===== src/soc_macros.svh =====
//==========================================================================
// Bus widths, address map codes, RAM depth and timer register offsets
//==========================================================================

`ifndef SOC_MACROS_SVH
`define SOC_MACROS_SVH

// Bus widths
`define SOC_DATA_W 32
`define SOC_ADDR_W 32

// System regions on address bits 31:28
`define SOC_REGION_RAM    4'h1
`define SOC_REGION_BRIDGE 4'h5

// Far devices on address bits 27:24
`define SOC_DEV_LED   4'h0
`define SOC_DEV_TIMER 4'h5

// Block RAM depth in words
`define SOC_RAM_WORDS 512

`define SOC_LED_W 10

// Timer registers, byte offsets within the device
`define SOC_TIMER_OFS_COUNT   4'h0
`define SOC_TIMER_OFS_COMPARE 4'h4

`endif

===== src/soc_pkg.sv =====
//==========================================================================
// Shared types: arbiter state, system region and far device
//==========================================================================

package soc_pkg;

	// Arbiter grant state
	typedef enum logic [2:0] {
		IDLE,
		BUSY_A,
		BUSY_B,
		BUSY_C,
		RELEASE
	} arb_state_t;

	// Decoded system region, from address bits 31:28
	typedef enum logic [1:0] {
		REGION_RAM,
		REGION_BRIDGE,
		REGION_NONE
	} region_t;

	// Decoded device behind the bridge, from address bits 27:24
	typedef enum logic [1:0] {
		DEV_LED,
		DEV_TIMER,
		DEV_NONE
	} far_device_t;

endpackage


===== src/soc_bus_if.sv =====
//==========================================================================
// One bus link with master and slave views
//==========================================================================

`timescale 1ns/1ps
`include "soc_macros.svh"

interface soc_bus_if;

	// Request side, held by the master until ready
	logic                   request;
	logic                   rw;
	logic [`SOC_ADDR_W-1:0] address;
	logic [`SOC_DATA_W-1:0] wdata;

	// Response side, valid for the single ready cycle
	logic [`SOC_DATA_W-1:0] rdata;
	logic                   ready;

	modport master (
		output request,
		output rw,
		output address,
		output wdata,
		input  rdata,
		input  ready
	);

	modport slave (
		input  request,
		input  rw,
		input  address,
		input  wdata,
		output rdata,
		output ready
	);

endinterface


===== src/far_devices.sv =====
//==========================================================================
// Far bus devices: red LED register and compare timer
//==========================================================================

`timescale 1ns/1ps
`include "soc_macros.svh"

module far_devices (
	input  logic                 i_clock,
	input  logic                 i_reset,
	soc_bus_if.slave             far_bus,
	output logic [`SOC_LED_W-1:0] o_ledr,
	output logic                 o_timer_interrupt
);
	import soc_pkg::*;

	far_device_t            device;
	logic [3:0]             offset;
	logic                   accept;
	logic                   write;
	logic                   ready;
	logic [`SOC_DATA_W-1:0] rdata;
	logic [`SOC_DATA_W-1:0] counter;
	logic [`SOC_DATA_W-1:0] compare;

	always_comb begin
		case (far_bus.address[27:24])
			`SOC_DEV_LED:   device = DEV_LED;
			`SOC_DEV_TIMER: device = DEV_TIMER;
			default:        device = DEV_NONE;
		endcase
	end

	assign offset = far_bus.address[3:0];
	assign accept = far_bus.request && !ready;
	assign write  = accept && far_bus.rw;

	always_ff @(posedge i_clock) begin
		if (i_reset)
			ready <= 1'b0;
		else
			ready <= accept;
	end

	// Only timer registers read back, everything else is zero
	always_ff @(posedge i_clock) begin
		if (accept) begin
			rdata <= '0;
			if (device == DEV_TIMER && offset == `SOC_TIMER_OFS_COUNT)
				rdata <= counter;
			else if (device == DEV_TIMER && offset == `SOC_TIMER_OFS_COMPARE)
				rdata <= compare;
		end
	end

	assign far_bus.ready = ready;
	assign far_bus.rdata = rdata;

	//==========================================================================
	// LEDs
	//==========================================================================
	always_ff @(posedge i_clock) begin
		if (i_reset)
			o_ledr <= '0;
		else if (write && device == DEV_LED)
			o_ledr <= far_bus.wdata[`SOC_LED_W-1:0];
	end

	//==========================================================================
	// Timer
	//==========================================================================
	always_ff @(posedge i_clock) begin
		if (i_reset) begin
			counter <= '0;
			compare <= '1;
			o_timer_interrupt <= 1'b0;
		end else begin
			if (write && device == DEV_TIMER && offset == `SOC_TIMER_OFS_COUNT)
				counter <= far_bus.wdata;
			else
				counter <= counter + 1'b1;
			if (write && device == DEV_TIMER && offset == `SOC_TIMER_OFS_COMPARE)
				compare <= far_bus.wdata;
			// Level, stays up until compare moves past the counter
			o_timer_interrupt <= (counter >= compare);
		end
	end

endmodule


===== src/flat_wrapper.sv =====
// flat-port wrapper written by rule: the top's interface ports become plain ports
module far_devices_flat import soc_pkg::*;
  (i_clock, i_reset, o_ledr, o_timer_interrupt, far_bus_request, far_bus_rw, far_bus_address, far_bus_wdata, far_bus_rdata, far_bus_ready);
  soc_bus_if far_bus_i ();
  input  logic i_clock;
  input  logic i_reset;
  output logic [`SOC_LED_W-1:0] o_ledr;
  output logic o_timer_interrupt;
  input wire logic [$bits(far_bus_i.request)-1:0] far_bus_request;
  input wire logic [$bits(far_bus_i.rw)-1:0] far_bus_rw;
  input wire logic [$bits(far_bus_i.address)-1:0] far_bus_address;
  input wire logic [$bits(far_bus_i.wdata)-1:0] far_bus_wdata;
  output wire logic [$bits(far_bus_i.rdata)-1:0] far_bus_rdata;
  output wire logic [$bits(far_bus_i.ready)-1:0] far_bus_ready;
  assign far_bus_i.request = far_bus_request;
  assign far_bus_i.rw = far_bus_rw;
  assign far_bus_i.address = far_bus_address;
  assign far_bus_i.wdata = far_bus_wdata;
  assign far_bus_rdata = far_bus_i.rdata;
  assign far_bus_ready = far_bus_i.ready;
  far_devices u_core (.i_clock(i_clock), .i_reset(i_reset), .far_bus(far_bus_i), .o_ledr(o_ledr), .o_timer_interrupt(o_timer_interrupt));
endmodule

===== config.mk =====
export PLATFORM = sky130hd
export DESIGN_NAME = far_devices_flat
export DESIGN_NICKNAME = d
export VERILOG_FILES = /design/src/soc_pkg.sv /design/src/soc_bus_if.sv /design/src/far_devices.sv /design/src/flat_wrapper.sv
export VERILOG_INCLUDE_DIRS = /design/src
export SDC_FILE = /design/constraint.sdc
export NUM_CORES = 1
export LEC_CHECK = 0
export CORE_ASPECT_RATIO = 0.75
export CORE_UTILIZATION = 45
export CTS_BUF_LIST = sky130_fd_sc_hd__clkbuf_4 sky130_fd_sc_hd__clkbuf_8
export DETAILED_ROUTE_END_ITERATION = 6
export DONT_BUFFER_PORTS = 1
export PLACE_DENSITY = 0.62
export SETUP_SLACK_MARGIN = 0.1
export SYNTH_ARGS = -nofsm -noshare
export SYNTH_HDL_FRONTEND = slang
export SYNTH_SLANG_ARGS = --single-unit
export TNS_END_PERCENT = 50

===== constraint.sdc =====
create_clock -name i_clock -period 4.7 [get_ports i_clock]
set_input_delay 0.235 -clock i_clock [delete_from_list [all_inputs] [get_ports i_clock]]
set_output_delay 0.235 -clock i_clock [all_outputs]
set_load 0.02 [all_outputs]

==> impl_results.rst <==
.. list-table::
   :header-rows: 1

   * - Metric
     - Value
   * - Outcome
     - finished clean
   * - Final-report hold violation count
     - 0
   * - Capture instance of the worst register-to-register path
     - u_core.counter[25]
   * - Clock root buffer master
     - sky130_fd_sc_hd__clkbuf_8
   * - Number of buffers created by CTS
     - 9
   * - Final Wtd Congestion
     - 0.838
   * - EDFF count, synth
     - 32
   * - Synth top area share
     - 0.282
   * - Critical path launch point type
     - register
   * - Fill count
     - 1032
   * - Average wire per standard cell
     - 17.5 um
   * - Setup slack on the worst flop-to-flop path
     - 2.11 ns
   * - Final setup skew
     - 0.00791 ns
   * - Seq. cell area
     - 0.00248 mm2
   * - Most instantiated library cell after synthesis
     - sky130_fd_sc_hd__nand2_1
   * - RSZ-0062 raised after global routing
     - false
   * - Wire length of the first global-routing pass
     - 21200 um
   * - Antenna Cells
     - 0
   * - Syn Std Cell Area
     - 0.00539 mm2
   * - Dominant cell type by area after synthesis
     - sky130_fd_sc_hd__dfxtp_1
   * - FFs w/ async S/R, synth
     - 0
   * - Maxcap violations
     - 0
   * - X dimension of the die
     - 128 um
   * - Biggest area contributors in the synthesized netlist
     - sky130_fd_sc_hd__dfxtp_1, sky130_fd_sc_hd__edfxtp_1, sky130_fd_sc_hd__ha_1
   * - Die extent in y
     - 96.8 um
   * - Path type of the worst setup path
     - reg2reg
   * - Worst Reg2Reg Path Length in Cells
     - 6
   * - Leak Pwr
     - 2.76 nW
   * - End point of the worst hold path
     - u_core.counter[1]
   * - Pin count of the biggest net entering global routing
     - 76
   * - Top cells by count, synth
     - sky130_fd_sc_hd__nand2_1, sky130_fd_sc_hd__dfxtp_1, sky130_fd_sc_hd__nor2_1
   * - Number of standard cells after synthesis
     - 564
   * - Critical path capture point type
     - register
   * - Shortest period the worst path allows
     - 2.59 ns
   * - Hold-critical path depth
     - 2
   * - Slew headroom
     - 0.176
   * - Via count of the first global-routing pass
     - 4011
   * - Clock tree from TritonCTS
     - built
   * - Global Route Usage Sum
     - 0.220
   * - Power density over the cells
     - 286 mW/mm2
   * - Core area
     - 0.0116 mm2
   * - Overall power of the completed layout
     - 1.74 mW
   * - Critical Path Fanout Max
     - 63
   * - Aggregate negative setup slack
     - 0 ns
   * - Arr. time, crit path
     - 2.79 ns
   * - Number of nets in the layout
     - 680
   * - Number of rows created at floorplan
     - 34
   * - Bufs on Longest Clock Path
     - 2
   * - Worst hold start
     - far_bus_wdata[1]
   * - Fraction of final layout cells sized beyond drive strength 1
     - 0.0617
   * - Post-CTS clock slew at the launch and capture registers of the worst setup and hold paths
     - 0.10 ns
   * - Maximum frequency from static timing analysis
     - 386 MHz
   * - Vias
     - 4130
   * - Worst-path cell with the longest stage delay
     - sky130_fd_sc_hd__nand2_2
   * - Post-route clock period utilization
     - 0.551
   * - Cell Chain, Critical Path
     - nor2b_4 > buf_4 > and2_1 > nand2_2 > nor2_1 > a211oi_2
   * - Max-slew violations
     - 0
   * - H-Tree Level Count
     - 3
   * - Max IR drop VDD
     - 0.157 mV
   * - Number of buffer cells added on primary ports
     - 0
   * - Die area
     - 0.0124 mm2
   * - Number of clock sinks
     - 108
   * - Top-Level Pins
     - 112
   * - Mean area per synthesized cell
     - 9.55 um2
   * - Wire length after detailed routing
     - 13000 um
   * - Drt drc
     - 0
   * - Slowest stage delay, CP
     - 0.70 ns
   * - Setup Slack @ Placement
     - 2.09 ns
   * - WP data required
     - 4.91 ns
   * - Worst setup slack after layout
     - 2.11 ns
   * - Post-synthesis sequential element count
     - 108
   * - Post-route ant nets
     - 0
   * - Share of synthesized area occupied by flip-flops and latches
     - 0.461
   * - Worst-Skew Late Latency
     - 0.37 ns
   * - Via density per instance
     - 5.54
   * - Startpoint of the worst setup timing path
     - u_core.far_bus.ready
   * - Transition time at the pin with the least slew margin
     - 1.23 ns
   * - Initial antenna violation count
     - 0
   * - Origin of the critical flop-to-flop path
     - u_core.far_bus.ready
   * - Half-perimeter wire length of the detailed placement result
     - 7990 um
   * - First drt pass iteration count
     - 4
   * - Starting DRT DRC Count
     - 253
   * - Number of distinct library cells after synthesis
     - 43
   * - Syn Nets
     - 665
   * - Synth-to-Final Area Change
     - 12.9%
   * - Type of the most critical hold path
     - in2reg
   * - Area of the multi-input gates
     - 0.00264 mm2
   * - Primary FF master, synth
     - sky130_fd_sc_hd__dfxtp_1
   * - Sum of overflow across all layers after global routing
     - 0
   * - Number of warnings printed during yosys synthesis
     - 0
   * - Starting density of the core
     - 0.464
   * - Final setup violation count
     - 0
[metal layers]
metal,part of all wire,track usage
met5,0,0
met4,0.0085,0.0534
met3,0.055,0.0520
met2,0.44,0.328
met1,0.50,0.319
[cell type report]
type / count / share of cell area
repair buffers: 38 / 0.0633
well taps: 162 / 0.0333
clock inverters: 6 / 0.0187
inverters: 36 / 0.0222
flip-flops and latches: 108 / 0.408
clock buffers: 9 / 0.0204
multi-input cells: 386 / 0.434
[logic make-up after synthesis]
family	Yosys count	share of synthesized area
adder cells (fa/ha/maj)	33	0.0766
AND/OR/NAND/NOR	225	0.217
flip-flops	108	0.461
XOR/XNOR	29	0.0471
multiplexers	11	0.0204
AO/OA/AOI/OAI	88	0.127
buffers and inverters	70	0.0511
[repair_timing]
action                    in CTS  in global routing
buffers inserted               0                  0
hold buffers                  33                  0
hold endpoints to repair      75                  0
gates resized for setup        0                  0
[critical path: cells and delay by family (launching register included)]
family	cells	cell delay, ns
buf+inv	1	0.44
simple gates	4	1.46
flops	1	0.41
compound gates	1	0.07
[layout by cell type, fill, tap and decap left out, types with 2 or more instances in the layout]
cell and n:
sky130_fd_sc_hd__ha_1 33, sky130_fd_sc_hd__o21ai_0 4, sky130_fd_sc_hd__inv_1 36, sky130_fd_sc_hd__a22o_1 32, sky130_fd_sc_hd__clkinvlp_4 2, sky130_fd_sc_hd__a211oi_1 30
sky130_fd_sc_hd__and3_1 4, sky130_fd_sc_hd__nand2_1 81, sky130_fd_sc_hd__xnor2_1 18, sky130_fd_sc_hd__a21o_1 2, sky130_fd_sc_hd__nand3b_1 33, sky130_fd_sc_hd__nand4_1 8
sky130_fd_sc_hd__and2_1 3, sky130_fd_sc_hd__nor4_2 6, sky130_fd_sc_hd__a21oi_1 10, sky130_fd_sc_hd__a221o_1 2, sky130_fd_sc_hd__xor2_1 11, sky130_fd_sc_hd__nor2b_1 3
sky130_fd_sc_hd__dlygate4sd3_1 32, sky130_fd_sc_hd__nand3_1 15, sky130_fd_sc_hd__clkbuf_8 9, sky130_fd_sc_hd__nor2_1 48, sky130_fd_sc_hd__nor4_1 5, sky130_fd_sc_hd__buf_4 5
sky130_fd_sc_hd__nor3_1 5, sky130_fd_sc_hd__or2_2 2, sky130_fd_sc_hd__edfxtp_1 32, sky130_fd_sc_hd__mux2i_1 11, sky130_fd_sc_hd__bufinv_16 3, sky130_fd_sc_hd__and4_1 4
sky130_fd_sc_hd__dfxtp_1 76
[stage by stage]
step | util | hold slack [ns] | instances | area (um2)
6_report | 0.524 | 0.0190 | 745 | 6080
5_1_grt | 0.524 | 0.00376 | 745 | 6080
3_3_place_gp | 0.473 | 0.308 | 697 | 5500
4_1_cts | 0.524 | 0.00207 | 745 | 6080
2_1_floorplan | - | 0.359 | 564 | 5390
3_5_place_dp | 0.473 | 0.311 | 697 | 5500
[where the power goes]
part           leakage [nW]  internal [mW]  switching (mW)
clock                 0.112          0.352           0.318
sequential            0.935          0.975          0.0273
combinational          1.71         0.0339          0.0315
total                  2.76           1.36           0.377
[flip-flops by register name (all words and copies together), names as in the netlist]
name                      flops
u_core.compare               32
u_core.far_bus.ready          1
u_core.o_timer_interrupt      1
u_core.far_bus.rdata         32
u_core.o_ledr                10
u_core.counter               32
[worst max-delay path by stage]
stage / end / slack [ns]
after floorplan: u_core.counter[26] / 1.72
after global placement: u_core.counter[25] / 2.13
after detailed placement: u_core.counter[8] / 2.09
after CTS: u_core.compare[29] / 2.09
after global routing: u_core.counter[5] / 1.85
final: u_core.counter[25] / 2.11
Note: power is estimated with default switching activity, not from simulation.
