## config.mk

```make
export PLATFORM = sky130hd
export DESIGN_NAME = system_bus_map_flat
export DESIGN_NICKNAME = d
export VERILOG_FILES = /design/src/soc_pkg.sv /design/src/soc_bus_if.sv /design/src/system_bus_map.sv /design/src/flat_wrapper.sv
export VERILOG_INCLUDE_DIRS = /design/src
export SDC_FILE = /design/constraint.sdc
export NUM_CORES = 1
export LEC_CHECK = 0
export BUFFER_PORTS_ARGS = -buffer_cell sky130_fd_sc_hd__buf_2
export CORE_AREA = 3 3 114 116
export CTS_BUF_LIST = sky130_fd_sc_hd__clkbuf_4
export CTS_CLUSTER_DIAMETER = 30
export CTS_CLUSTER_SIZE = 10
export DETAILED_ROUTE_END_ITERATION = 8
export DIE_AREA = 0 0 117 119
export SLEW_MARGIN = 25
export SYNTH_ARGS = -nofsm -noshare
export SYNTH_HDL_FRONTEND = slang
export SYNTH_SLANG_ARGS = --single-unit
export TNS_END_PERCENT = 5
```

## constraint.sdc

```tcl
create_clock -name i_clock -period 11 [get_ports i_clock]
set_clock_uncertainty 0.05 [all_clocks]
set_input_delay 0 -clock i_clock [delete_from_list [all_inputs] [get_ports i_clock]]
set_output_delay 0 -clock i_clock [all_outputs]
set_load 0.02 [all_outputs]
```

## src/soc_macros.svh

```systemverilog
//==========================================================================
// Bus widths, address map codes, RAM depth and timer register offsets
//==========================================================================

`ifndef SOC_MACROS_SVH
`define SOC_MACROS_SVH

// Bus widths
`define SOC_DATA_W 32
`define SOC_ADDR_W 32

// System regions on address bits 31:28
`define SOC_REGION_RAM    4'h1
`define SOC_REGION_BRIDGE 4'h5

// Far devices on address bits 27:24
`define SOC_DEV_LED   4'h0
`define SOC_DEV_TIMER 4'h5

// Block RAM depth in words
`define SOC_RAM_WORDS 512

`define SOC_LED_W 10

// Timer registers, byte offsets within the device
`define SOC_TIMER_OFS_COUNT   4'h0
`define SOC_TIMER_OFS_COMPARE 4'h4

`endif
```

## src/soc_pkg.sv

```systemverilog
//==========================================================================
// Shared types: arbiter state, system region and far device
//==========================================================================

package soc_pkg;

	// Arbiter grant state
	typedef enum logic [2:0] {
		IDLE,
		BUSY_A,
		BUSY_B,
		BUSY_C,
		RELEASE
	} arb_state_t;

	// Decoded system region, from address bits 31:28
	typedef enum logic [1:0] {
		REGION_RAM,
		REGION_BRIDGE,
		REGION_NONE
	} region_t;

	// Decoded device behind the bridge, from address bits 27:24
	typedef enum logic [1:0] {
		DEV_LED,
		DEV_TIMER,
		DEV_NONE
	} far_device_t;

endpackage

```

## src/soc_bus_if.sv

```systemverilog
//==========================================================================
// One bus link with master and slave views
//==========================================================================

`timescale 1ns/1ps
`include "soc_macros.svh"

interface soc_bus_if;

	// Request side, held by the master until ready
	logic                   request;
	logic                   rw;
	logic [`SOC_ADDR_W-1:0] address;
	logic [`SOC_DATA_W-1:0] wdata;

	// Response side, valid for the single ready cycle
	logic [`SOC_DATA_W-1:0] rdata;
	logic                   ready;

	modport master (
		output request,
		output rw,
		output address,
		output wdata,
		input  rdata,
		input  ready
	);

	modport slave (
		input  request,
		input  rw,
		input  address,
		input  wdata,
		output rdata,
		output ready
	);

endinterface

```

## src/system_bus_map.sv

```systemverilog
//==========================================================================
// System address decode, bridge register stage and response muxing
//==========================================================================

`timescale 1ns/1ps
`include "soc_macros.svh"

module system_bus_map (
	input  logic      i_clock,
	input  logic      i_reset,
	soc_bus_if.slave  sys_bus,
	soc_bus_if.master ram_bus,
	soc_bus_if.master far_bus
);
	import soc_pkg::*;

	region_t                region;
	logic                   bridge_start;
	logic                   far_request;
	logic                   far_rw;
	logic [`SOC_ADDR_W-1:0] far_address;
	logic [`SOC_DATA_W-1:0] far_wdata;
	logic                   none_ready;

	// Region from the top nibble
	always_comb begin
		case (sys_bus.address[31:28])
			`SOC_REGION_RAM:    region = REGION_RAM;
			`SOC_REGION_BRIDGE: region = REGION_BRIDGE;
			default:            region = REGION_NONE;
		endcase
	end

	// RAM sees the system bus directly
	assign ram_bus.request = sys_bus.request && (region == REGION_RAM);
	assign ram_bus.rw      = sys_bus.rw;
	assign ram_bus.address = sys_bus.address;
	assign ram_bus.wdata   = sys_bus.wdata;

	//==========================================================================
	// Bridge stage
	//==========================================================================
	assign bridge_start = sys_bus.request && (region == REGION_BRIDGE) && !far_request;

	// Held until far ready, then idle while the arbiter releases
	always_ff @(posedge i_clock) begin
		if (i_reset)
			far_request <= 1'b0;
		else if (far_request)
			far_request <= !far_bus.ready;
		else if (bridge_start)
			far_request <= 1'b1;
	end

	always_ff @(posedge i_clock) begin
		if (bridge_start) begin
			far_rw <= sys_bus.rw;
			far_address <= {4'h0, sys_bus.address[27:0]};
			far_wdata <= sys_bus.wdata;
		end
	end

	assign far_bus.request = far_request;
	assign far_bus.rw      = far_rw;
	assign far_bus.address = far_address;
	assign far_bus.wdata   = far_wdata;

	// Unmapped regions still complete, with zero data
	always_ff @(posedge i_clock) begin
		if (i_reset)
			none_ready <= 1'b0;
		else
			none_ready <= sys_bus.request && (region == REGION_NONE) && !none_ready;
	end

	always_comb begin
		case (region)
			REGION_RAM: begin
				sys_bus.rdata = ram_bus.rdata;
				sys_bus.ready = ram_bus.ready;
			end
			REGION_BRIDGE: begin
				sys_bus.rdata = far_bus.rdata;
				sys_bus.ready = far_bus.ready;
			end
			default: begin
				sys_bus.rdata = '0;
				sys_bus.ready = none_ready;
			end
		endcase
	end

endmodule

```

## src/flat_wrapper.sv

```systemverilog
// flat-port wrapper written by rule: the top's interface ports become plain ports
module system_bus_map_flat import soc_pkg::*;
  (i_clock, i_reset, sys_bus_request, sys_bus_rw, sys_bus_address, sys_bus_wdata, sys_bus_rdata, sys_bus_ready, ram_bus_request, ram_bus_rw, ram_bus_address, ram_bus_wdata, ram_bus_rdata, ram_bus_ready, far_bus_request, far_bus_rw, far_bus_address, far_bus_wdata, far_bus_rdata, far_bus_ready);
  soc_bus_if sys_bus_i ();
  soc_bus_if ram_bus_i ();
  soc_bus_if far_bus_i ();
  input  logic i_clock;
  input  logic i_reset;
  input wire logic [$bits(sys_bus_i.request)-1:0] sys_bus_request;
  input wire logic [$bits(sys_bus_i.rw)-1:0] sys_bus_rw;
  input wire logic [$bits(sys_bus_i.address)-1:0] sys_bus_address;
  input wire logic [$bits(sys_bus_i.wdata)-1:0] sys_bus_wdata;
  output wire logic [$bits(sys_bus_i.rdata)-1:0] sys_bus_rdata;
  output wire logic [$bits(sys_bus_i.ready)-1:0] sys_bus_ready;
  output wire logic [$bits(ram_bus_i.request)-1:0] ram_bus_request;
  output wire logic [$bits(ram_bus_i.rw)-1:0] ram_bus_rw;
  output wire logic [$bits(ram_bus_i.address)-1:0] ram_bus_address;
  output wire logic [$bits(ram_bus_i.wdata)-1:0] ram_bus_wdata;
  input wire logic [$bits(ram_bus_i.rdata)-1:0] ram_bus_rdata;
  input wire logic [$bits(ram_bus_i.ready)-1:0] ram_bus_ready;
  output wire logic [$bits(far_bus_i.request)-1:0] far_bus_request;
  output wire logic [$bits(far_bus_i.rw)-1:0] far_bus_rw;
  output wire logic [$bits(far_bus_i.address)-1:0] far_bus_address;
  output wire logic [$bits(far_bus_i.wdata)-1:0] far_bus_wdata;
  input wire logic [$bits(far_bus_i.rdata)-1:0] far_bus_rdata;
  input wire logic [$bits(far_bus_i.ready)-1:0] far_bus_ready;
  assign sys_bus_i.request = sys_bus_request;
  assign sys_bus_i.rw = sys_bus_rw;
  assign sys_bus_i.address = sys_bus_address;
  assign sys_bus_i.wdata = sys_bus_wdata;
  assign sys_bus_rdata = sys_bus_i.rdata;
  assign sys_bus_ready = sys_bus_i.ready;
  assign ram_bus_request = ram_bus_i.request;
  assign ram_bus_rw = ram_bus_i.rw;
  assign ram_bus_address = ram_bus_i.address;
  assign ram_bus_wdata = ram_bus_i.wdata;
  assign ram_bus_i.rdata = ram_bus_rdata;
  assign ram_bus_i.ready = ram_bus_ready;
  assign far_bus_request = far_bus_i.request;
  assign far_bus_rw = far_bus_i.rw;
  assign far_bus_address = far_bus_i.address;
  assign far_bus_wdata = far_bus_i.wdata;
  assign far_bus_i.rdata = far_bus_rdata;
  assign far_bus_i.ready = far_bus_ready;
  system_bus_map u_core (.i_clock(i_clock), .i_reset(i_reset), .sys_bus(sys_bus_i), .ram_bus(ram_bus_i), .far_bus(far_bus_i));
endmodule
```

==> run_results.csv <==
group,metric,value,unit
die,fp.dieW,117,um
synthesis,synth.distinct_cells,18,
routing,routedWlPerCell,14.8,um
placed_design,dp_hpwl,7670,um
worst_setup_path,worstPathArrival,1.58,ns
power_and_ir_drop,p_switching,0.139,mW
routing,topRoutingLayerUsed,"met4",
placed_design,gp_congestion,0.863,
cts,cts.htree.levels,3,
sta,max_slew_margin,0.489,
power_and_ir_drop,max-vdd-ir-drop,0.0412,mV
power_and_ir_drop,p_seq_frac,0.505,
synthesis,syn_avg_cell_area,13.8,um^2
sta,max_freq,620,MHz
worst_setup_path,worst_setup_path_start_kind,"flop",
cts,numCtsBuffers,9,
placed_design,pre_cts_ws,8.97,ns
sta,tns,0,ns
sta,rsz0062_at_grt,"no",
power_and_ir_drop,p_clk_frac,0.290,
cts,ctsHoldBuffers,65,
routing,wl_met1,3340,um
worst_setup_path,rr_endpoint,"u_core.far_bus.rw$_DFFE_PP_",
synthesis,synth-edff-count,61,
synthesis,netlist_area,0.00298,mm^2
hold_path,hold_class,"primary input to output pin",
cts,cts_setup_buffers,0,
worst_setup_path,critical_path.max_fanout,61,
synthesis,yosys-top-cells-area,"edfxtp_1 61%, buf_4 17%, mux2i_1 11%",
worst_setup_path,crit-reg2reg-launch,"u_core.far_bus.request$_SDFF_PP0_",
cts,clkLatencyLatePin,0.39,ns
routing,routed-via-count,2716,
run,drv_cap,0,
synthesis,ys_warn_count,0,
cts,ctsLongestPathBuffers,2,
die,rows,40,
run_status,outcome,"complete, no violations",
routing,routed_wl,9900,um
sta,period_share,0.147,
routing,wl_met2,5160,um
final_layout,finish.instance_area,0.00488,mm^2
worst_setup_path,endpoint_kind,"flop",
synthesis,ys_ff_latch,63,
synthesis,ys_async_sr_fraction,0,
sta,setup_viol,0,
routing,drc,0,
sta,hold_viol,0,
grt,antenna_found_initial,1,
synthesis,synth.yosys.seq_area_share,0.627,
cts,cts_repair_resize_count,0,
placed_design,postPlaceCellArea,0.00409,mm^2
cts,clock-sinks,63,
sta,slew_viol_final,0,
power_and_ir_drop,power.density,108,mW/mm^2
synthesis,synth_top_cells_by_count,"69 x buf_4, 61 x edfxtp_1, 32 x mux2i_1, 32 x nor2_1, 5 x buf_2",
final_layout,area_growth,63.6,%
die,core-area,0.0120,mm^2
worst_setup_path,crit_end,"u_core.far_bus.rw$_DFFE_PP_",
routing,first_pass_iters,4,
final_layout,drive_above_1_share,0.609,
cts,clk_pin_slew_worst_paths,0.11,ns
power_and_ir_drop,combPwrFrac,0.205,
power_and_ir_drop,p_sw_frac,0.264,
grt,grt-ovfl-total,0,
placed_design,io_buffers,294,
routing,drt_iter0_drc,94,
die,initial_core_util,0.248,
routing,postRouteAntennaNets,0,
power_and_ir_drop,power.internal,0.388,mW
routing,viasPerCell,4.07,
sta,min_period,1.61,ns
grt,grt_pass1_vias,2628,
grt,grt_max_degree,62,
power_and_ir_drop,finalPower,0.528,mW
final_layout,nets,648,
grt,grt_pass1_wl,13900,um
die,die_h,119,um
worst_setup_path,critPathLaunch,"u_core.far_bus.request$_SDFF_PP0_",
routing,wl_met3,1060,um
grt,grtUsageTotal,0.131,
sta,tightest_slew,0.766,ns
synthesis,synth.largest_area_cell,"edfxtp_1",
final_layout,final_util,0.407,
worst_setup_path,reg2reg_slack,9.39,ns
synthesis,yosysMostFrequentCell,"buf_4",
die,dieArea,0.0139,mm^2
cts,cts_tree,"done",
synthesis,yosys.area.top_type_share,0.614,
cts,clock-root-buffer,"clkbuf_4",
synthesis,synthCells,216,
worst_setup_path,worst_ep_required_time,10.97,ns
power_and_ir_drop,leakagePower,2.42,nW
worst_setup_path,reg2regPathDepth,2,
die,ios,299,
sta,layout_setup_ws,9.39,ns
worst_setup_path,setup.worst_path.class,"flop to flop",
synthesis,synth_ff_type,"edfxtp_1",
==> layout make-up <==
| cell class | instances | area (um^2) |
|---|---|---|
| inverter | 1 | 3.75 |
| tap | 147 | 184 |
| clock buffer | 10 | 75.1 |
| multi-input combinational | 78 | 548 |
| antenna | 1 | 2.50 |
| sequential | 63 | 1870 |
| clock inverter | 6 | 61.3 |
| fill | 1121 | 7130 |
| timing repair buffer | 361 | 2140 |
==> power by group through the flow <==
| stage | clock [mW] | combinational [mW] | sequential (mW) |
|---|---|---|---|
| 2_1_floorplan | 0 | 0.0581 | 0.276 |
| 3_3_place_gp | 0 | 0.0903 | 0.272 |
| 3_5_place_dp | 0 | 0.0908 | 0.272 |
| 4_1_cts | 0.163 | 0.109 | 0.267 |
| 5_1_grt | 0.172 | 0.116 | 0.267 |
| 6_report | 0.153 | 0.108 | 0.267 |
==> worst min-delay path by stage <==
stage / from / endpoint / slack (ns) / cells past startpoint
after floorplan: i_reset / u_core.none_ready$_SDFF_PP0_ / 0.03 / 1
after global placement: sys_bus_address[6] / u_core.far_bus.address[6]$_DFFE_PP_ / 0.14 / 1
after detailed placement: sys_bus_wdata[7] / u_core.far_bus.wdata[7]$_DFFE_PP_ / 0.14 / 1
after CTS: sys_bus_address[29] / ram_bus_address[29] / 0.22 / 2
after global routing: sys_bus_address[29] / ram_bus_address[29] / 0.23 / 2
final: sys_bus_address[31] / ram_bus_address[31] / 0.22 / 2
==> through the flow <==
stage / hold slack [ns] / cells
CTS: 0.219 / 666
detailed placement: 0.141 / 585
global placement: 0.140 / 585
global route: 0.228 / 667
finish: 0.221 / 667
floorplan: 0.0293 / 219
==> worst max-delay path, stage by stage, from the launching register on <==
cell and delay [ns]:
dfxtp_1 0.36, nor3_2 0.17, buf_4 0.60
==> sequential cells by signal, summed over array words and instances (netlist names) <==
signal                  flops
u_core.far_bus.address     28
u_core.none_ready           1
u_core.far_bus.wdata       32
u_core.far_bus.rw           1
u_core.far_bus.request      1
==> metal layers <==
| layer | global-route usage | vias up |
|---|---|---|
| met4 | 0.0659 | 0 |
| li1 | - | 1278 |
| met1 | 0.123 | 1226 |
| met3 | 0.0452 | 20 |
| met5 | 0 | - |
| met2 | 0.245 | 192 |
==> kinds of logic after synthesis <==
| logic type | share of synthesized area |
|---|---|
| AOI/OAI and AO/OA | 0.00294 |
| buffers and inverters | 0.195 |
| DFF | 0.627 |
| muxes | 0.115 |
| other | 0.00126 |
| and+or+nand+nor | 0.0591 |
==> layout by cell type, fill, tap and decap left out <==
cell type        n
clkinv_2         3
nand4bb_1        1
conb_1           4
diode_2          1
dfxtp_1          2
nor3b_1          1
clkinv_4         1
nor2_2           1
buf_4            2
buf_2          294
dlygate4sd3_1   65
bufinv_16        1
nor2_1          32
nor3_2           1
nor4b_1          1
clkinvlp_4       1
or3b_1           1
o41ai_1          1
mux2_1           1
edfxtp_1        61
clkinv_1         1
mux2i_1         32
mux2_2           1
clkbuf_4        10
or3b_2           1
Power figures use the tool's default switching activity.
