[config.mk]
export PLATFORM = sky130hd
export DESIGN_NAME = bus_access_flat
export DESIGN_NICKNAME = d
export VERILOG_FILES = /design/src/soc_pkg.sv /design/src/soc_bus_if.sv /design/src/bus_access.sv /design/src/flat_wrapper.sv
export VERILOG_INCLUDE_DIRS = /design/src
export SDC_FILE = /design/constraint.sdc
export NUM_CORES = 1
export LEC_CHECK = 0
export ABC_AREA = 1
export BUFFER_PORTS_ARGS = -buffer_cell sky130_fd_sc_hd__buf_4
export CORE_AREA = 5 5 137 139
export DETAILED_ROUTE_END_ITERATION = 10
export DIE_AREA = 0 0 142 144
export GPL_ROUTABILITY_DRIVEN = 0
export SLEW_MARGIN = 0
export SYNTH_ARGS = -nofsm -noshare
export SYNTH_HDL_FRONTEND = slang
export SYNTH_SLANG_ARGS = --single-unit
[constraint.sdc]
create_clock -name i_clock -period 2.6 [get_ports i_clock]
set_clock_uncertainty 0.2 [all_clocks]
set_input_delay 0.52 -clock i_clock [delete_from_list [all_inputs] [get_ports i_clock]]
set_output_delay 0.52 -clock i_clock [all_outputs]
set_load 0.05 [all_outputs]
[src/soc_macros.svh]
//==========================================================================
// Bus widths, address map codes, RAM depth and timer register offsets
//==========================================================================

`ifndef SOC_MACROS_SVH
`define SOC_MACROS_SVH

// Bus widths
`define SOC_DATA_W 32
`define SOC_ADDR_W 32

// System regions on address bits 31:28
`define SOC_REGION_RAM    4'h1
`define SOC_REGION_BRIDGE 4'h5

// Far devices on address bits 27:24
`define SOC_DEV_LED   4'h0
`define SOC_DEV_TIMER 4'h5

// Block RAM depth in words
`define SOC_RAM_WORDS 512

`define SOC_LED_W 10

// Timer registers, byte offsets within the device
`define SOC_TIMER_OFS_COUNT   4'h0
`define SOC_TIMER_OFS_COMPARE 4'h4

`endif
[src/soc_pkg.sv]
//==========================================================================
// Shared types: arbiter state, system region and far device
//==========================================================================

package soc_pkg;

	// Arbiter grant state
	typedef enum logic [2:0] {
		IDLE,
		BUSY_A,
		BUSY_B,
		BUSY_C,
		RELEASE
	} arb_state_t;

	// Decoded system region, from address bits 31:28
	typedef enum logic [1:0] {
		REGION_RAM,
		REGION_BRIDGE,
		REGION_NONE
	} region_t;

	// Decoded device behind the bridge, from address bits 27:24
	typedef enum logic [1:0] {
		DEV_LED,
		DEV_TIMER,
		DEV_NONE
	} far_device_t;

endpackage

[src/soc_bus_if.sv]
//==========================================================================
// One bus link with master and slave views
//==========================================================================

`timescale 1ns/1ps
`include "soc_macros.svh"

interface soc_bus_if;

	// Request side, held by the master until ready
	logic                   request;
	logic                   rw;
	logic [`SOC_ADDR_W-1:0] address;
	logic [`SOC_DATA_W-1:0] wdata;

	// Response side, valid for the single ready cycle
	logic [`SOC_DATA_W-1:0] rdata;
	logic                   ready;

	modport master (
		output request,
		output rw,
		output address,
		output wdata,
		input  rdata,
		input  ready
	);

	modport slave (
		input  request,
		input  rw,
		input  address,
		input  wdata,
		output rdata,
		output ready
	);

endinterface

[src/bus_access.sv]
//==========================================================================
// Fixed-priority arbiter of ports A, B and C onto the registered system bus
//==========================================================================

`timescale 1ns/1ps
`include "soc_macros.svh"

module bus_access (
	input  logic                   i_clock,
	input  logic                   i_reset,

	// Port A, instruction fetch, read only
	input  logic                   i_pa_request,
	input  logic [`SOC_ADDR_W-1:0] i_pa_address,
	output logic [`SOC_DATA_W-1:0] o_pa_rdata,
	output logic                   o_pa_ready,

	// Port B, data
	input  logic                   i_pb_request,
	input  logic                   i_pb_rw,
	input  logic [`SOC_ADDR_W-1:0] i_pb_address,
	input  logic [`SOC_DATA_W-1:0] i_pb_wdata,
	output logic [`SOC_DATA_W-1:0] o_pb_rdata,
	output logic                   o_pb_ready,

	// Port C, DMA
	input  logic                   i_pc_request,
	input  logic                   i_pc_rw,
	input  logic [`SOC_ADDR_W-1:0] i_pc_address,
	input  logic [`SOC_DATA_W-1:0] i_pc_wdata,
	output logic [`SOC_DATA_W-1:0] o_pc_rdata,
	output logic                   o_pc_ready,

	soc_bus_if.master              bus
);
	import soc_pkg::*;

	arb_state_t             state;
	arb_state_t             grant;
	logic                   bus_request;
	logic                   bus_rw;
	logic [`SOC_ADDR_W-1:0] bus_address;
	logic [`SOC_DATA_W-1:0] bus_wdata;

	// Highest priority waiting port, A first
	always_comb begin
		grant = IDLE;
		if (i_pa_request)
			grant = BUSY_A;
		else if (i_pb_request)
			grant = BUSY_B;
		else if (i_pc_request)
			grant = BUSY_C;
	end

	//==========================================================================
	// Grant FSM
	//==========================================================================
	always_ff @(posedge i_clock) begin
		if (i_reset) begin
			state <= IDLE;
			bus_request <= 1'b0;
		end else begin
			case (state)
				IDLE: begin
					state <= grant;
					bus_request <= (grant != IDLE);
				end
				BUSY_A, BUSY_B, BUSY_C: begin
					if (bus.ready) begin
						state <= RELEASE;
						bus_request <= 1'b0;
					end
				end
				// One dead cycle so a request dropped on ready is not reissued
				default: state <= IDLE;
			endcase
		end
	end

	// Payload latched with the grant
	always_ff @(posedge i_clock) begin
		if (state == IDLE) begin
			case (grant)
				BUSY_A: begin
					bus_rw <= 1'b0;
					bus_address <= i_pa_address;
					bus_wdata <= '0;
				end
				BUSY_B: begin
					bus_rw <= i_pb_rw;
					bus_address <= i_pb_address;
					bus_wdata <= i_pb_wdata;
				end
				BUSY_C: begin
					bus_rw <= i_pc_rw;
					bus_address <= i_pc_address;
					bus_wdata <= i_pc_wdata;
				end
				default: ;
			endcase
		end
	end

	assign bus.request = bus_request;
	assign bus.rw      = bus_rw;
	assign bus.address = bus_address;
	assign bus.wdata   = bus_wdata;

	// Response goes back to the granted port only
	assign o_pa_ready = (state == BUSY_A) && bus.ready;
	assign o_pb_ready = (state == BUSY_B) && bus.ready;
	assign o_pc_ready = (state == BUSY_C) && bus.ready;

	assign o_pa_rdata = (state == BUSY_A) ? bus.rdata : '0;
	assign o_pb_rdata = (state == BUSY_B) ? bus.rdata : '0;
	assign o_pc_rdata = (state == BUSY_C) ? bus.rdata : '0;

endmodule

[src/flat_wrapper.sv]
// flat-port wrapper written by rule: the top's interface ports become plain ports
module bus_access_flat import soc_pkg::*;
  (i_clock, i_reset, i_pa_request, i_pa_address, o_pa_rdata, o_pa_ready, i_pb_request, i_pb_rw, i_pb_address, i_pb_wdata, o_pb_rdata, o_pb_ready, i_pc_request, i_pc_rw, i_pc_address, i_pc_wdata, o_pc_rdata, o_pc_ready, bus_request, bus_rw, bus_address, bus_wdata, bus_rdata, bus_ready);
  soc_bus_if bus_i ();
  input  logic i_clock;
  input  logic i_reset;
  input  logic i_pa_request;
  input  logic [`SOC_ADDR_W-1:0] i_pa_address;
  output logic [`SOC_DATA_W-1:0] o_pa_rdata;
  output logic o_pa_ready;
  input  logic i_pb_request;
  input  logic i_pb_rw;
  input  logic [`SOC_ADDR_W-1:0] i_pb_address;
  input  logic [`SOC_DATA_W-1:0] i_pb_wdata;
  output logic [`SOC_DATA_W-1:0] o_pb_rdata;
  output logic o_pb_ready;
  input  logic i_pc_request;
  input  logic i_pc_rw;
  input  logic [`SOC_ADDR_W-1:0] i_pc_address;
  input  logic [`SOC_DATA_W-1:0] i_pc_wdata;
  output logic [`SOC_DATA_W-1:0] o_pc_rdata;
  output logic o_pc_ready;
  output wire logic [$bits(bus_i.request)-1:0] bus_request;
  output wire logic [$bits(bus_i.rw)-1:0] bus_rw;
  output wire logic [$bits(bus_i.address)-1:0] bus_address;
  output wire logic [$bits(bus_i.wdata)-1:0] bus_wdata;
  input wire logic [$bits(bus_i.rdata)-1:0] bus_rdata;
  input wire logic [$bits(bus_i.ready)-1:0] bus_ready;
  assign bus_request = bus_i.request;
  assign bus_rw = bus_i.rw;
  assign bus_address = bus_i.address;
  assign bus_wdata = bus_i.wdata;
  assign bus_i.rdata = bus_rdata;
  assign bus_i.ready = bus_ready;
  bus_access u_core (.i_clock(i_clock), .i_reset(i_reset), .i_pa_request(i_pa_request), .i_pa_address(i_pa_address), .o_pa_rdata(o_pa_rdata), .o_pa_ready(o_pa_ready), .i_pb_request(i_pb_request), .i_pb_rw(i_pb_rw), .i_pb_address(i_pb_address), .i_pb_wdata(i_pb_wdata), .o_pb_rdata(o_pb_rdata), .o_pb_ready(o_pb_ready), .i_pc_request(i_pc_request), .i_pc_rw(i_pc_rw), .i_pc_address(i_pc_address), .i_pc_wdata(i_pc_wdata), .o_pc_rdata(o_pc_rdata), .o_pc_ready(o_pc_ready), .bus(bus_i));
endmodule
==> impl_metrics.csv, run 1 <==
group,metric,value,unit
pwr,p_int,0.00275,W
pwr,leakagePower,3.74,nW
pwr,p_total,0.00454,W
clocking,clkSinkCount,69,
timing,grt_setup_unrepaired,"false",
worst_setup_path,worst-endpoint-arrival,1.54,ns
timing,slew_headroom,0.748,
clocking,root_buffer,"clkbuf_16",
clocking,clk_pin_slew,0.06,ns
worst_setup_path,r2r-start,"u_core.state[0]$_SDFFE_PP0P_",
yosys,yosys.area_share.simple,0.365,
die,ios,365,
die,die_h,144,µm
yosys,synthCells,487,
pwr,seqPwrFrac,0.327,
clocking,clk_path_buf_depth,2,
timing,fin_ws,0.342,ns
yosys,synth_seq_cells,69,
layout,utilization,0.400,
min_path,hold_path.startpoint,"i_reset",
place,place_worst_setup_slack,0.702,ns
timing,setup_tns,0,ns
layout,nets,1045,
route,met3_length,1.63,mm
yosys,synth_compound_area_frac,0.00403,
pwr,vdd.ir_drop.worst,321,µV
route,vias,4375,
global_route,first_global_vias,4278,
yosys,ys_seq_area_frac,0.545,
route,dr_wl_met2,8.48,mm
die,die_w,142,µm
pwr,power_frac_comb,0.396,
yosys,yosysWarnings,0,
yosys,synthesis.area,3730,µm²
layout,antenna_cells,0,
yosys,synth_mux_area_frac,0,
timing,setup_viol,0,
die,die-area,20400,µm²
route,dr.pass1.iters,4,
layout,drive_above_1_share,0.466,
clocking,cts_hold_buf,0,
worst_setup_path,cp-end-kind,"output pin",
outcome,status,"finished clean",
route,antenna_left,0,
worst_setup_path,worst_setup_path_start_kind,"register",
global_route,overflow,0,
yosys,synth.distinct_cells,15,
worst_setup_path,crit_path_frequent_cell,"buf_4",
yosys,synthXorXnorAreaFrac,0,
die,start_util,0.213,
worst_setup_path,critPathKind,"register to output pin",
timing,hold_violations,0,
yosys,synth.net_count,687,
worst_setup_path,slowest_delay,0.39,ns
die,rows,49,
yosys,synth.avg_cell_area,7.66,µm²
worst_setup_path,crit_required,1.88,ns
worst_setup_path,crit_chain,"inv_1 -> nand3_1 -> buf_4 -> nor2_1 -> buf_4",
worst_setup_path,reg2reg_to,"u_core.bus.address[7]$_DFFE_PP_",
place,io_buffers,364,
layout,area_growth,88.1,%
pwr,powerDensity,648,nW/µm²
timing,finalMaxSlewViolations,0,
route,route.detailed.drc,0,
min_path,hold_path_depth,2,
clocking,cts_tree,"built",
timing,max_freq,443,MHz
route,drt_wl_total,16.2,mm
place,hpwl,12.8,mm
clocking,post_cts_resized,0,
route,initialDrtViolationCount,189,
route,viasPerCell,4.05,
flow_run,cap_violations,0,
worst_setup_path,worstPathMaxFanout,33,
yosys,synth_top_family_by_area,"simple AND/OR/NAND/NOR gates",
worst_setup_path,reg2regPathDepth,6,
timing,hold_ws,0.177,ns
min_path,min_to,"u_core.state[1]$_SDFFE_PP0P_",
timing,finalCritPeriodShare,0.868,
clocking,clkLatencyLatePin,0.33,ns
route,highest_layer,"met4",
route,wl_per_cell,15.0,µm
yosys,synthAdderAreaFrac,0,
die,core,17500,µm²
min_path,hold_class,"primary input to register",
pwr,power.switching,0.00179,W
clocking,cts_buffers,9,
route,wl_met1,5.86,mm
worst_setup_path,rrSetupSlack,0.93,ns
clocking,post_cts_buffers,0,
worst_setup_path,critPathSlowestCell,"dfxtp_1",
pwr,pwr-share-clk,0.277,
pwr,swShare,0.395,
layout,fillerInstances,1834,
timing,min_period,2.26,ns
clocking,htree_levels,3,
timing,tightest_slew,0.378,ns
global_route,grt_max_degree,66,
global_route,grt_pass1_wl,23.0,mm
global_route,grt_util_all_layers,0.145,
global_route,grt_antenna_before_repair,0,
cell families after synthesis:
group / count (synthesis)
AND/OR/NAND/NOR: 348
AO/OA/AOI/OAI: 3
buffers and inverters: 67
flip-flops: 69
worst max-delay path, delay by kind of cell (launching register included):
kind / cells / cell delay, ns
buffers and inverters: 3 / 0.63
and+or+nand+nor: 2 / 0.17
DFF: 1 / 0.39
power by group through the flow:
stage,Clock (W),Sequential (W),Combinational (W)
after global placement,0,0.00150,0.00182
final,0.00126,0.00148,0.00180
after global routing,0.00136,0.00150,0.00189
after floorplan,0,0.00210,0.000511
after CTS,0.00131,0.00149,0.00182
after detailed placement,0,0.00151,0.00182
cell usage in the layout (no fill, tap or decap):
cell and n:
buf_4 369, nand2_1 203, nor2_1 102, edfxtp_1 65, nand3_1 39, inv_1 37
clkbuf_16 9, inv_2 4, buf_12 4, dfxtp_1 4, a21oi_1 3, nor2_4 2
inv_6 2, clkinv_2 2, nand2_2 1, nand4_1 1, bufinv_16 1, clkinv_4 1
clkinvlp_4 1
Yosys cell counts (all sizes together):
cell    count  area, µm²
edfxtp     65       1950
clkbuf      4       15.0
nor2      104        393
nand4       1       6.26
buf        22        150
nand3      39        195
a21oi       3       15.0
nand2     204        768
dfxtp       4       80.1
inv        41        154
cell type report:
cell class	instances	area [µm²]	share of cell area
clock buffer	9	225	0.0321
sequential	69	2030	0.290
clock inverter	7	73.8	0.0105
timing repair buffer	373	2850	0.406
tap	229	287	0.0409
inverter	41	154	0.0219
multi-input combinational	351	1390	0.198
metal layers:
metal	GRT usage	vias up
met5	0	-
met4	0.0394	0
met3	0.0513	16
met2	0.273	218
met1	0.153	1912
li1	-	2229
metrics by stage:
stage	cell area, µm²	instances
detailed placement	6710	1063
global route	7010	1079
finish	7010	1079
global placement	6710	1063
CTS	7010	1079
floorplan	3730	487
state kept, by name, indices dropped and copies added, names as in the netlist:
name                flops
u_core.bus.address     32
u_core.bus.wdata       32
u_core.state            3
u_core.bus.request      1
u_core.bus.rw           1
how the worst max path moves through the flow:
stage                                 startpoint  depth (start not counted)  slack, ns                              end
CTS                 u_core.state[1]$_SDFFE_PP0P_                          5       0.32                   o_pa_rdata[19]
finish              u_core.state[1]$_SDFFE_PP0P_                          5       0.34                   o_pa_rdata[29]
detailed placement  u_core.state[2]$_SDFFE_PP0P_                          5       0.70                   o_pa_rdata[19]
floorplan                           i_pa_request                          4       0.03  u_core.bus.address[0]$_DFFE_PP_
global route        u_core.state[2]$_SDFFE_PP0P_                          5       0.17                   o_pa_rdata[29]
global placement    u_core.state[0]$_SDFFE_PP0P_                          5       0.70                   o_pb_rdata[13]
(Power assumes the default switching activity.)
==> run 2, diff against run 1 <==
Settings changed: CELL_PAD_IN_SITES_DETAIL_PLACEMENT set to 0, CELL_PAD_IN_SITES_GLOBAL_PLACEMENT set to 1, CORE_AREA 5 5 137 139 to not set, CORE_ASPECT_RATIO set to 2, CORE_MARGIN set to 5, CORE_UTILIZATION set to 21, DIE_AREA 0 0 142 144 to not set, PLACE_DENSITY_LB_ADDON set to 0.1.
==> impl_metrics.csv, run 2 (same netlist as run 1, synthesis figures left out) <==
group,metric,value,unit
route,wl_met1,6.37,mm
worst_setup_path,reg2regPathDepth,6,
place,dp_cells,1054,
route,wl_per_cell,15.7,µm
route,initialDrtViolationCount,203,
clocking,htree_levels,3,
timing,setup_viol,0,
die,die_h,198,µm
route,route.detailed.drc,0,
place,hpwl,13.3,mm
route,antenna_left,0,
route,drt_wl_total,16.8,mm
clocking,clk_pin_slew,0.06,ns
global_route,grt_util_all_layers,0.153,
pwr,leakagePower,3.78,nW
flow_run,cap_violations,0,
worst_setup_path,r2r-start,"u_core.state[0]$_SDFFE_PP0P_",
worst_setup_path,worst-endpoint-arrival,1.55,ns
pwr,powerDensity,655,nW/µm²
clocking,post_cts_resized,0,
worst_setup_path,rrSetupSlack,0.89,ns
route,met3_length,1.89,mm
die,rows,69,
clocking,clkLatencyLatePin,0.33,ns
die,die_w,104,µm
timing,fin_ws,0.325,ns
die,start_util,0.212,
min_path,min_to,"u_core.bus.request$_SDFFE_PP0P_",
timing,min_period,2.27,ns
die,die-area,20700,µm²
layout,multi_input_area,1390,µm²
route,dr_wl_met2,8.28,mm
global_route,grt_antenna_before_repair,0,
timing,grt_setup_unrepaired,"false",
timing,setup_tns,0,ns
timing,tightest_slew,0.627,ns
timing,max_freq,440,MHz
route,vias,4417,
die,ios,365,
min_path,hold_path_depth,2,
global_route,overflow,0,
layout,area_growth,89.2,%
min_path,hold_path.startpoint,"i_reset",
timing,hold_violations,0,
layout,final_cells,1070,
layout,mostFrequentLayoutCells,"377 x buf_4, 203 x nand2_1, 102 x nor2_1, 65 x edfxtp_1, 39 x nand3_1",
die,core,17600,µm²
global_route,grt_pass1_wl,24.7,mm
clocking,cts_tree,"built",
worst_setup_path,critPathKind,"register to output pin",
global_route,first_global_vias,4272,
clocking,clk_path_buf_depth,2,
min_path,hold_class,"primary input to register",
worst_setup_path,cp-end-kind,"output pin",
worst_setup_path,crit_required,1.88,ns
route,viasPerCell,4.13,
place,place_worst_setup_slack,0.544,ns
layout,final_common_cell,"buf_4",
outcome,status,"finished clean",
clocking,root_buffer,"clkbuf_16",
clocking,cts_buffers,9,
layout,fillerInstances,1864,
worst_setup_path,worstPathMaxFanout,33,
clocking,clkSinkCount,69,
route,highest_layer,"met4",
layout,drive_above_1_share,0.469,
global_route,grt_max_degree,66,
timing,slew_headroom,0.581,
place,io_buffers,364,
clocking,post_cts_buffers,0,
timing,finalCritPeriodShare,0.875,
layout,seqCellArea,2030,µm²
clocking,cts_hold_buf,0,
worst_setup_path,worst_setup_path_start_kind,"register",
layout,antenna_cells,0,
worst_setup_path,reg2reg_to,"u_core.bus.address[2]$_DFFE_PP_",
layout,nets,1052,
route,dr.pass1.iters,5,
pwr,vdd.ir_drop.worst,361,µV
timing,finalMaxSlewViolations,0,
[run 2: changes by cell type in the layout (fill, tap and decap cells not counted), sizes merged]
| cell | change |
|---|---|
| buf | +7 |
| bufinv | +1 |
| inv | -1 |
[run 2: power by group]
| part | total [W] | leakage (nW) | switching (W) | internal [W] |
|---|---|---|---|---|
| clock network | 0.00133 | 0.154 | 0.000488 | 0.000843 |
| registers | 0.00149 | 0.697 | 0.0000508 | 0.00144 |
| logic | 0.00180 | 2.92 | 0.00124 | 0.000563 |
| total | 0.00462 | 3.78 | 0.00178 | 0.00284 |
[run 2: per-stage QoR]
| step | total power [W] | util | hold WS, ns | instance area, µm² |
|---|---|---|---|---|
| detailed placement | 0.00334 | 0.382 | 0.277 | 6730 |
| finish | 0.00462 | 0.401 | 0.171 | 7060 |
| floorplan | 0.00261 | - | 0.286 | 3730 |
| CTS | 0.00469 | 0.401 | 0.157 | 7060 |
| global route | 0.00482 | 0.401 | 0.170 | 7060 |
| global placement | 0.00334 | 0.382 | 0.271 | 6730 |
[run 2: worst max-delay path by stage]
| stage | cells past startpoint | slack (ns) | endpoint | startpoint |
|---|---|---|---|---|
| floorplan | 4 | 0.03 | u_core.bus.address[0]$_DFFE_PP_ | i_pa_request |
| global placement | 7 | 0.57 | u_core.bus.wdata[7]$_DFFE_PP_ | i_pb_request |
| detailed placement | 7 | 0.54 | u_core.bus.wdata[5]$_DFFE_PP_ | i_pb_request |
| CTS | 5 | 0.31 | o_pa_rdata[22] | u_core.state[2]$_SDFFE_PP0P_ |
| global route | 5 | 0.22 | o_pb_rdata[8] | u_core.state[2]$_SDFFE_PP0P_ |
| finish | 5 | 0.33 | o_pa_rdata[22] | u_core.state[2]$_SDFFE_PP0P_ |
[run 2: worst max-delay path, stage by stage (launching register included)]
cell and delay, ns:
dfxtp_1 0.31, inv_1 0.17, nand3_1 0.10, buf_4 0.26, nor2_1 0.16, buf_4 0.22
[run 2: metal layers]
metal | global-route usage | vias up
met5 | 0 | -
met4 | 0.0403 | 0
met3 | 0.0695 | 15
met2 | 0.257 | 241
met1 | 0.176 | 1917
li1 | - | 2244
[run 2: cell type report]
cell class	count	share of cell area
inverters	41	0.0218
repair buffers	380	0.410
flip-flops and latches	69	0.288
clock buffers	9	0.0319
clock inverters	7	0.0138
multi-input cells	351	0.197
well taps	213	0.0378
==> run 3, diff against run 2 <==
Settings changed: GPL_TIMING_DRIVEN set to 0.
==> impl_metrics.csv, run 3 (same netlist as run 1, synthesis figures left out) <==
group,metric,value,unit
place,hpwl,14.0,mm
clocking,post_cts_buffers,0,
flow_run,cap_violations,0,
worst_setup_path,cp-end-kind,"output pin",
route,drt_wl_total,17.1,mm
pwr,leakagePower,3.78,nW
clocking,root_buffer,"clkbuf_16",
layout,nets,1062,
place,place_area,6730,µm²
worst_setup_path,crit_buf_inv,3,
timing,hold_violations,0,
die,ios,365,
worst_setup_path,worst-endpoint-arrival,1.71,ns
place,io_buffers,364,
pwr,swShare,0.393,
clocking,cts_hold_buf,0,
die,die-area,20700,µm²
clocking,htree_levels,3,
clocking,clkSinkCount,69,
timing,setup_tns,0,ns
timing,slew_headroom,0.428,
pwr,seqPwrFrac,0.330,
pwr,power_frac_comb,0.396,
layout,mostFrequentLayoutCells,"365 x buf_4, 203 x nand2_1, 103 x nor2_1, 65 x edfxtp_1, 39 x nand3_1",
min_path,hold_class,"primary input to register",
outcome,status,"finished clean",
layout,antenna_cells,0,
layout,final_cells,1080,
pwr,vdd.ir_drop.worst,315,µV
die,die_w,104,µm
timing,finalCritPeriodShare,0.935,
pwr,power.switching,0.00178,W
route,antenna_left,0,
worst_setup_path,r2r-start,"u_core.state[0]$_SDFFE_PP0P_",
die,rows,69,
global_route,grt_max_degree,66,
layout,design_area,7030,µm²
worst_setup_path,slowest_delay,0.31,ns
min_path,hold_path.startpoint,"i_reset",
worst_setup_path,startpoint,"u_core.state[2]$_SDFFE_PP0P_",
clocking,cts_buffers,9,
clocking,clkLatencyLatePin,0.33,ns
timing,setup_viol,0,
clocking,clk_path_buf_depth,2,
layout,final_common_cell,"buf_4",
route,vias,4401,
die,start_util,0.212,
worst_setup_path,crit_chain,"inv_1 -> nand3_1 -> buf_2 -> nor2_1 -> buf_4",
die,die_h,198,µm
clocking,cts_tree,"built",
worst_setup_path,critPathKind,"register to output pin",
global_route,grt_pass1_wl,25.4,mm
clocking,clk_pin_slew,0.06,ns
route,dr.pass1.iters,4,
route,route.detailed.drc,0,
timing,finalMaxSlewViolations,0,
route,wl_per_cell,15.8,µm
layout,fillerInstances,1895,
global_route,grt_antenna_before_repair,0,
layout,area_growth,88.5,%
pwr,powerDensity,642,nW/µm²
worst_setup_path,worst_setup_path_start_kind,"register",
route,initialDrtViolationCount,130,
timing,tightest_slew,0.858,ns
die,core,17600,µm²
global_route,overflow,0,
timing,grt_setup_unrepaired,"false",
worst_setup_path,worstPathMaxFanout,10,
place,dp_cells,1064,
pwr,p_int,0.00274,W
worst_setup_path,crit_family,"buffers and inverters",
pwr,pwr-share-clk,0.275,
timing,min_period,2.43,ns
route,viasPerCell,4.08,
global_route,grt_util_all_layers,0.156,
clocking,post_cts_resized,0,
global_route,first_global_vias,4427,
layout,drive_above_1_share,0.471,
timing,max_freq,411,MHz
timing,hold_ws,0.177,ns
worst_setup_path,crit_required,1.88,ns
worst_setup_path,critPathSlowestCell,"dfxtp_1",
## run 3: stage by stage
step / util / setup slack (ns) / power, W
floorplan: - / 0.0285 / 0.00261
global placement: 0.382 / -0.896 / 0.00334
detailed placement: 0.382 / 0.485 / 0.00333
CTS: 0.399 / 0.128 / 0.00459
global route: 0.399 / 0.0196 / 0.00471
finish: 0.399 / 0.169 / 0.00451
## run 3: worst paths after layout
| kind | endpoint | slack, ns | depth (start not counted) |
|---|---|---|---|
| setup / recovery | o_pc_rdata[14] | 0.17 | 5 |
| hold / removal | u_core.bus.request$_SDFFE_PP0P_ | 0.18 | 2 |
| setup reg to reg | u_core.bus.address[10]$_DFFE_PP_ | 0.62 | 5 |
| hold reg to reg | u_core.bus.request$_SDFFE_PP0P_ | 0.28 | 2 |
## run 3: power groups by stage
stage | clock network (W) | registers (W) | logic [W]
global placement | 0 | 0.00152 | 0.00182
CTS | 0.00128 | 0.00149 | 0.00182
global route | 0.00132 | 0.00151 | 0.00189
finish | 0.00124 | 0.00149 | 0.00179
detailed placement | 0 | 0.00151 | 0.00181
floorplan | 0 | 0.00210 | 0.000511
## run 3: cell type report
type	instances	area, µm²	share of cell area
multi-input combinational	351	1380	0.196
clock inverter	7	73.8	0.0105
tap	213	267	0.0379
buffer	26	165	0.0235
inverter	41	156	0.0222
timing repair buffer	364	2730	0.389
clock buffer	9	225	0.0320
sequential	69	2030	0.289
## run 3: metal layers
layer | track usage | vias up | share of wire
met2 | 0.264 | 227 | 0.49
li1 | - | 2264 | -
met3 | 0.0630 | 16 | 0.11
met5 | 0 | - | 0
met4 | 0.0423 | 0 | 0.015
met1 | 0.185 | 1894 | 0.39
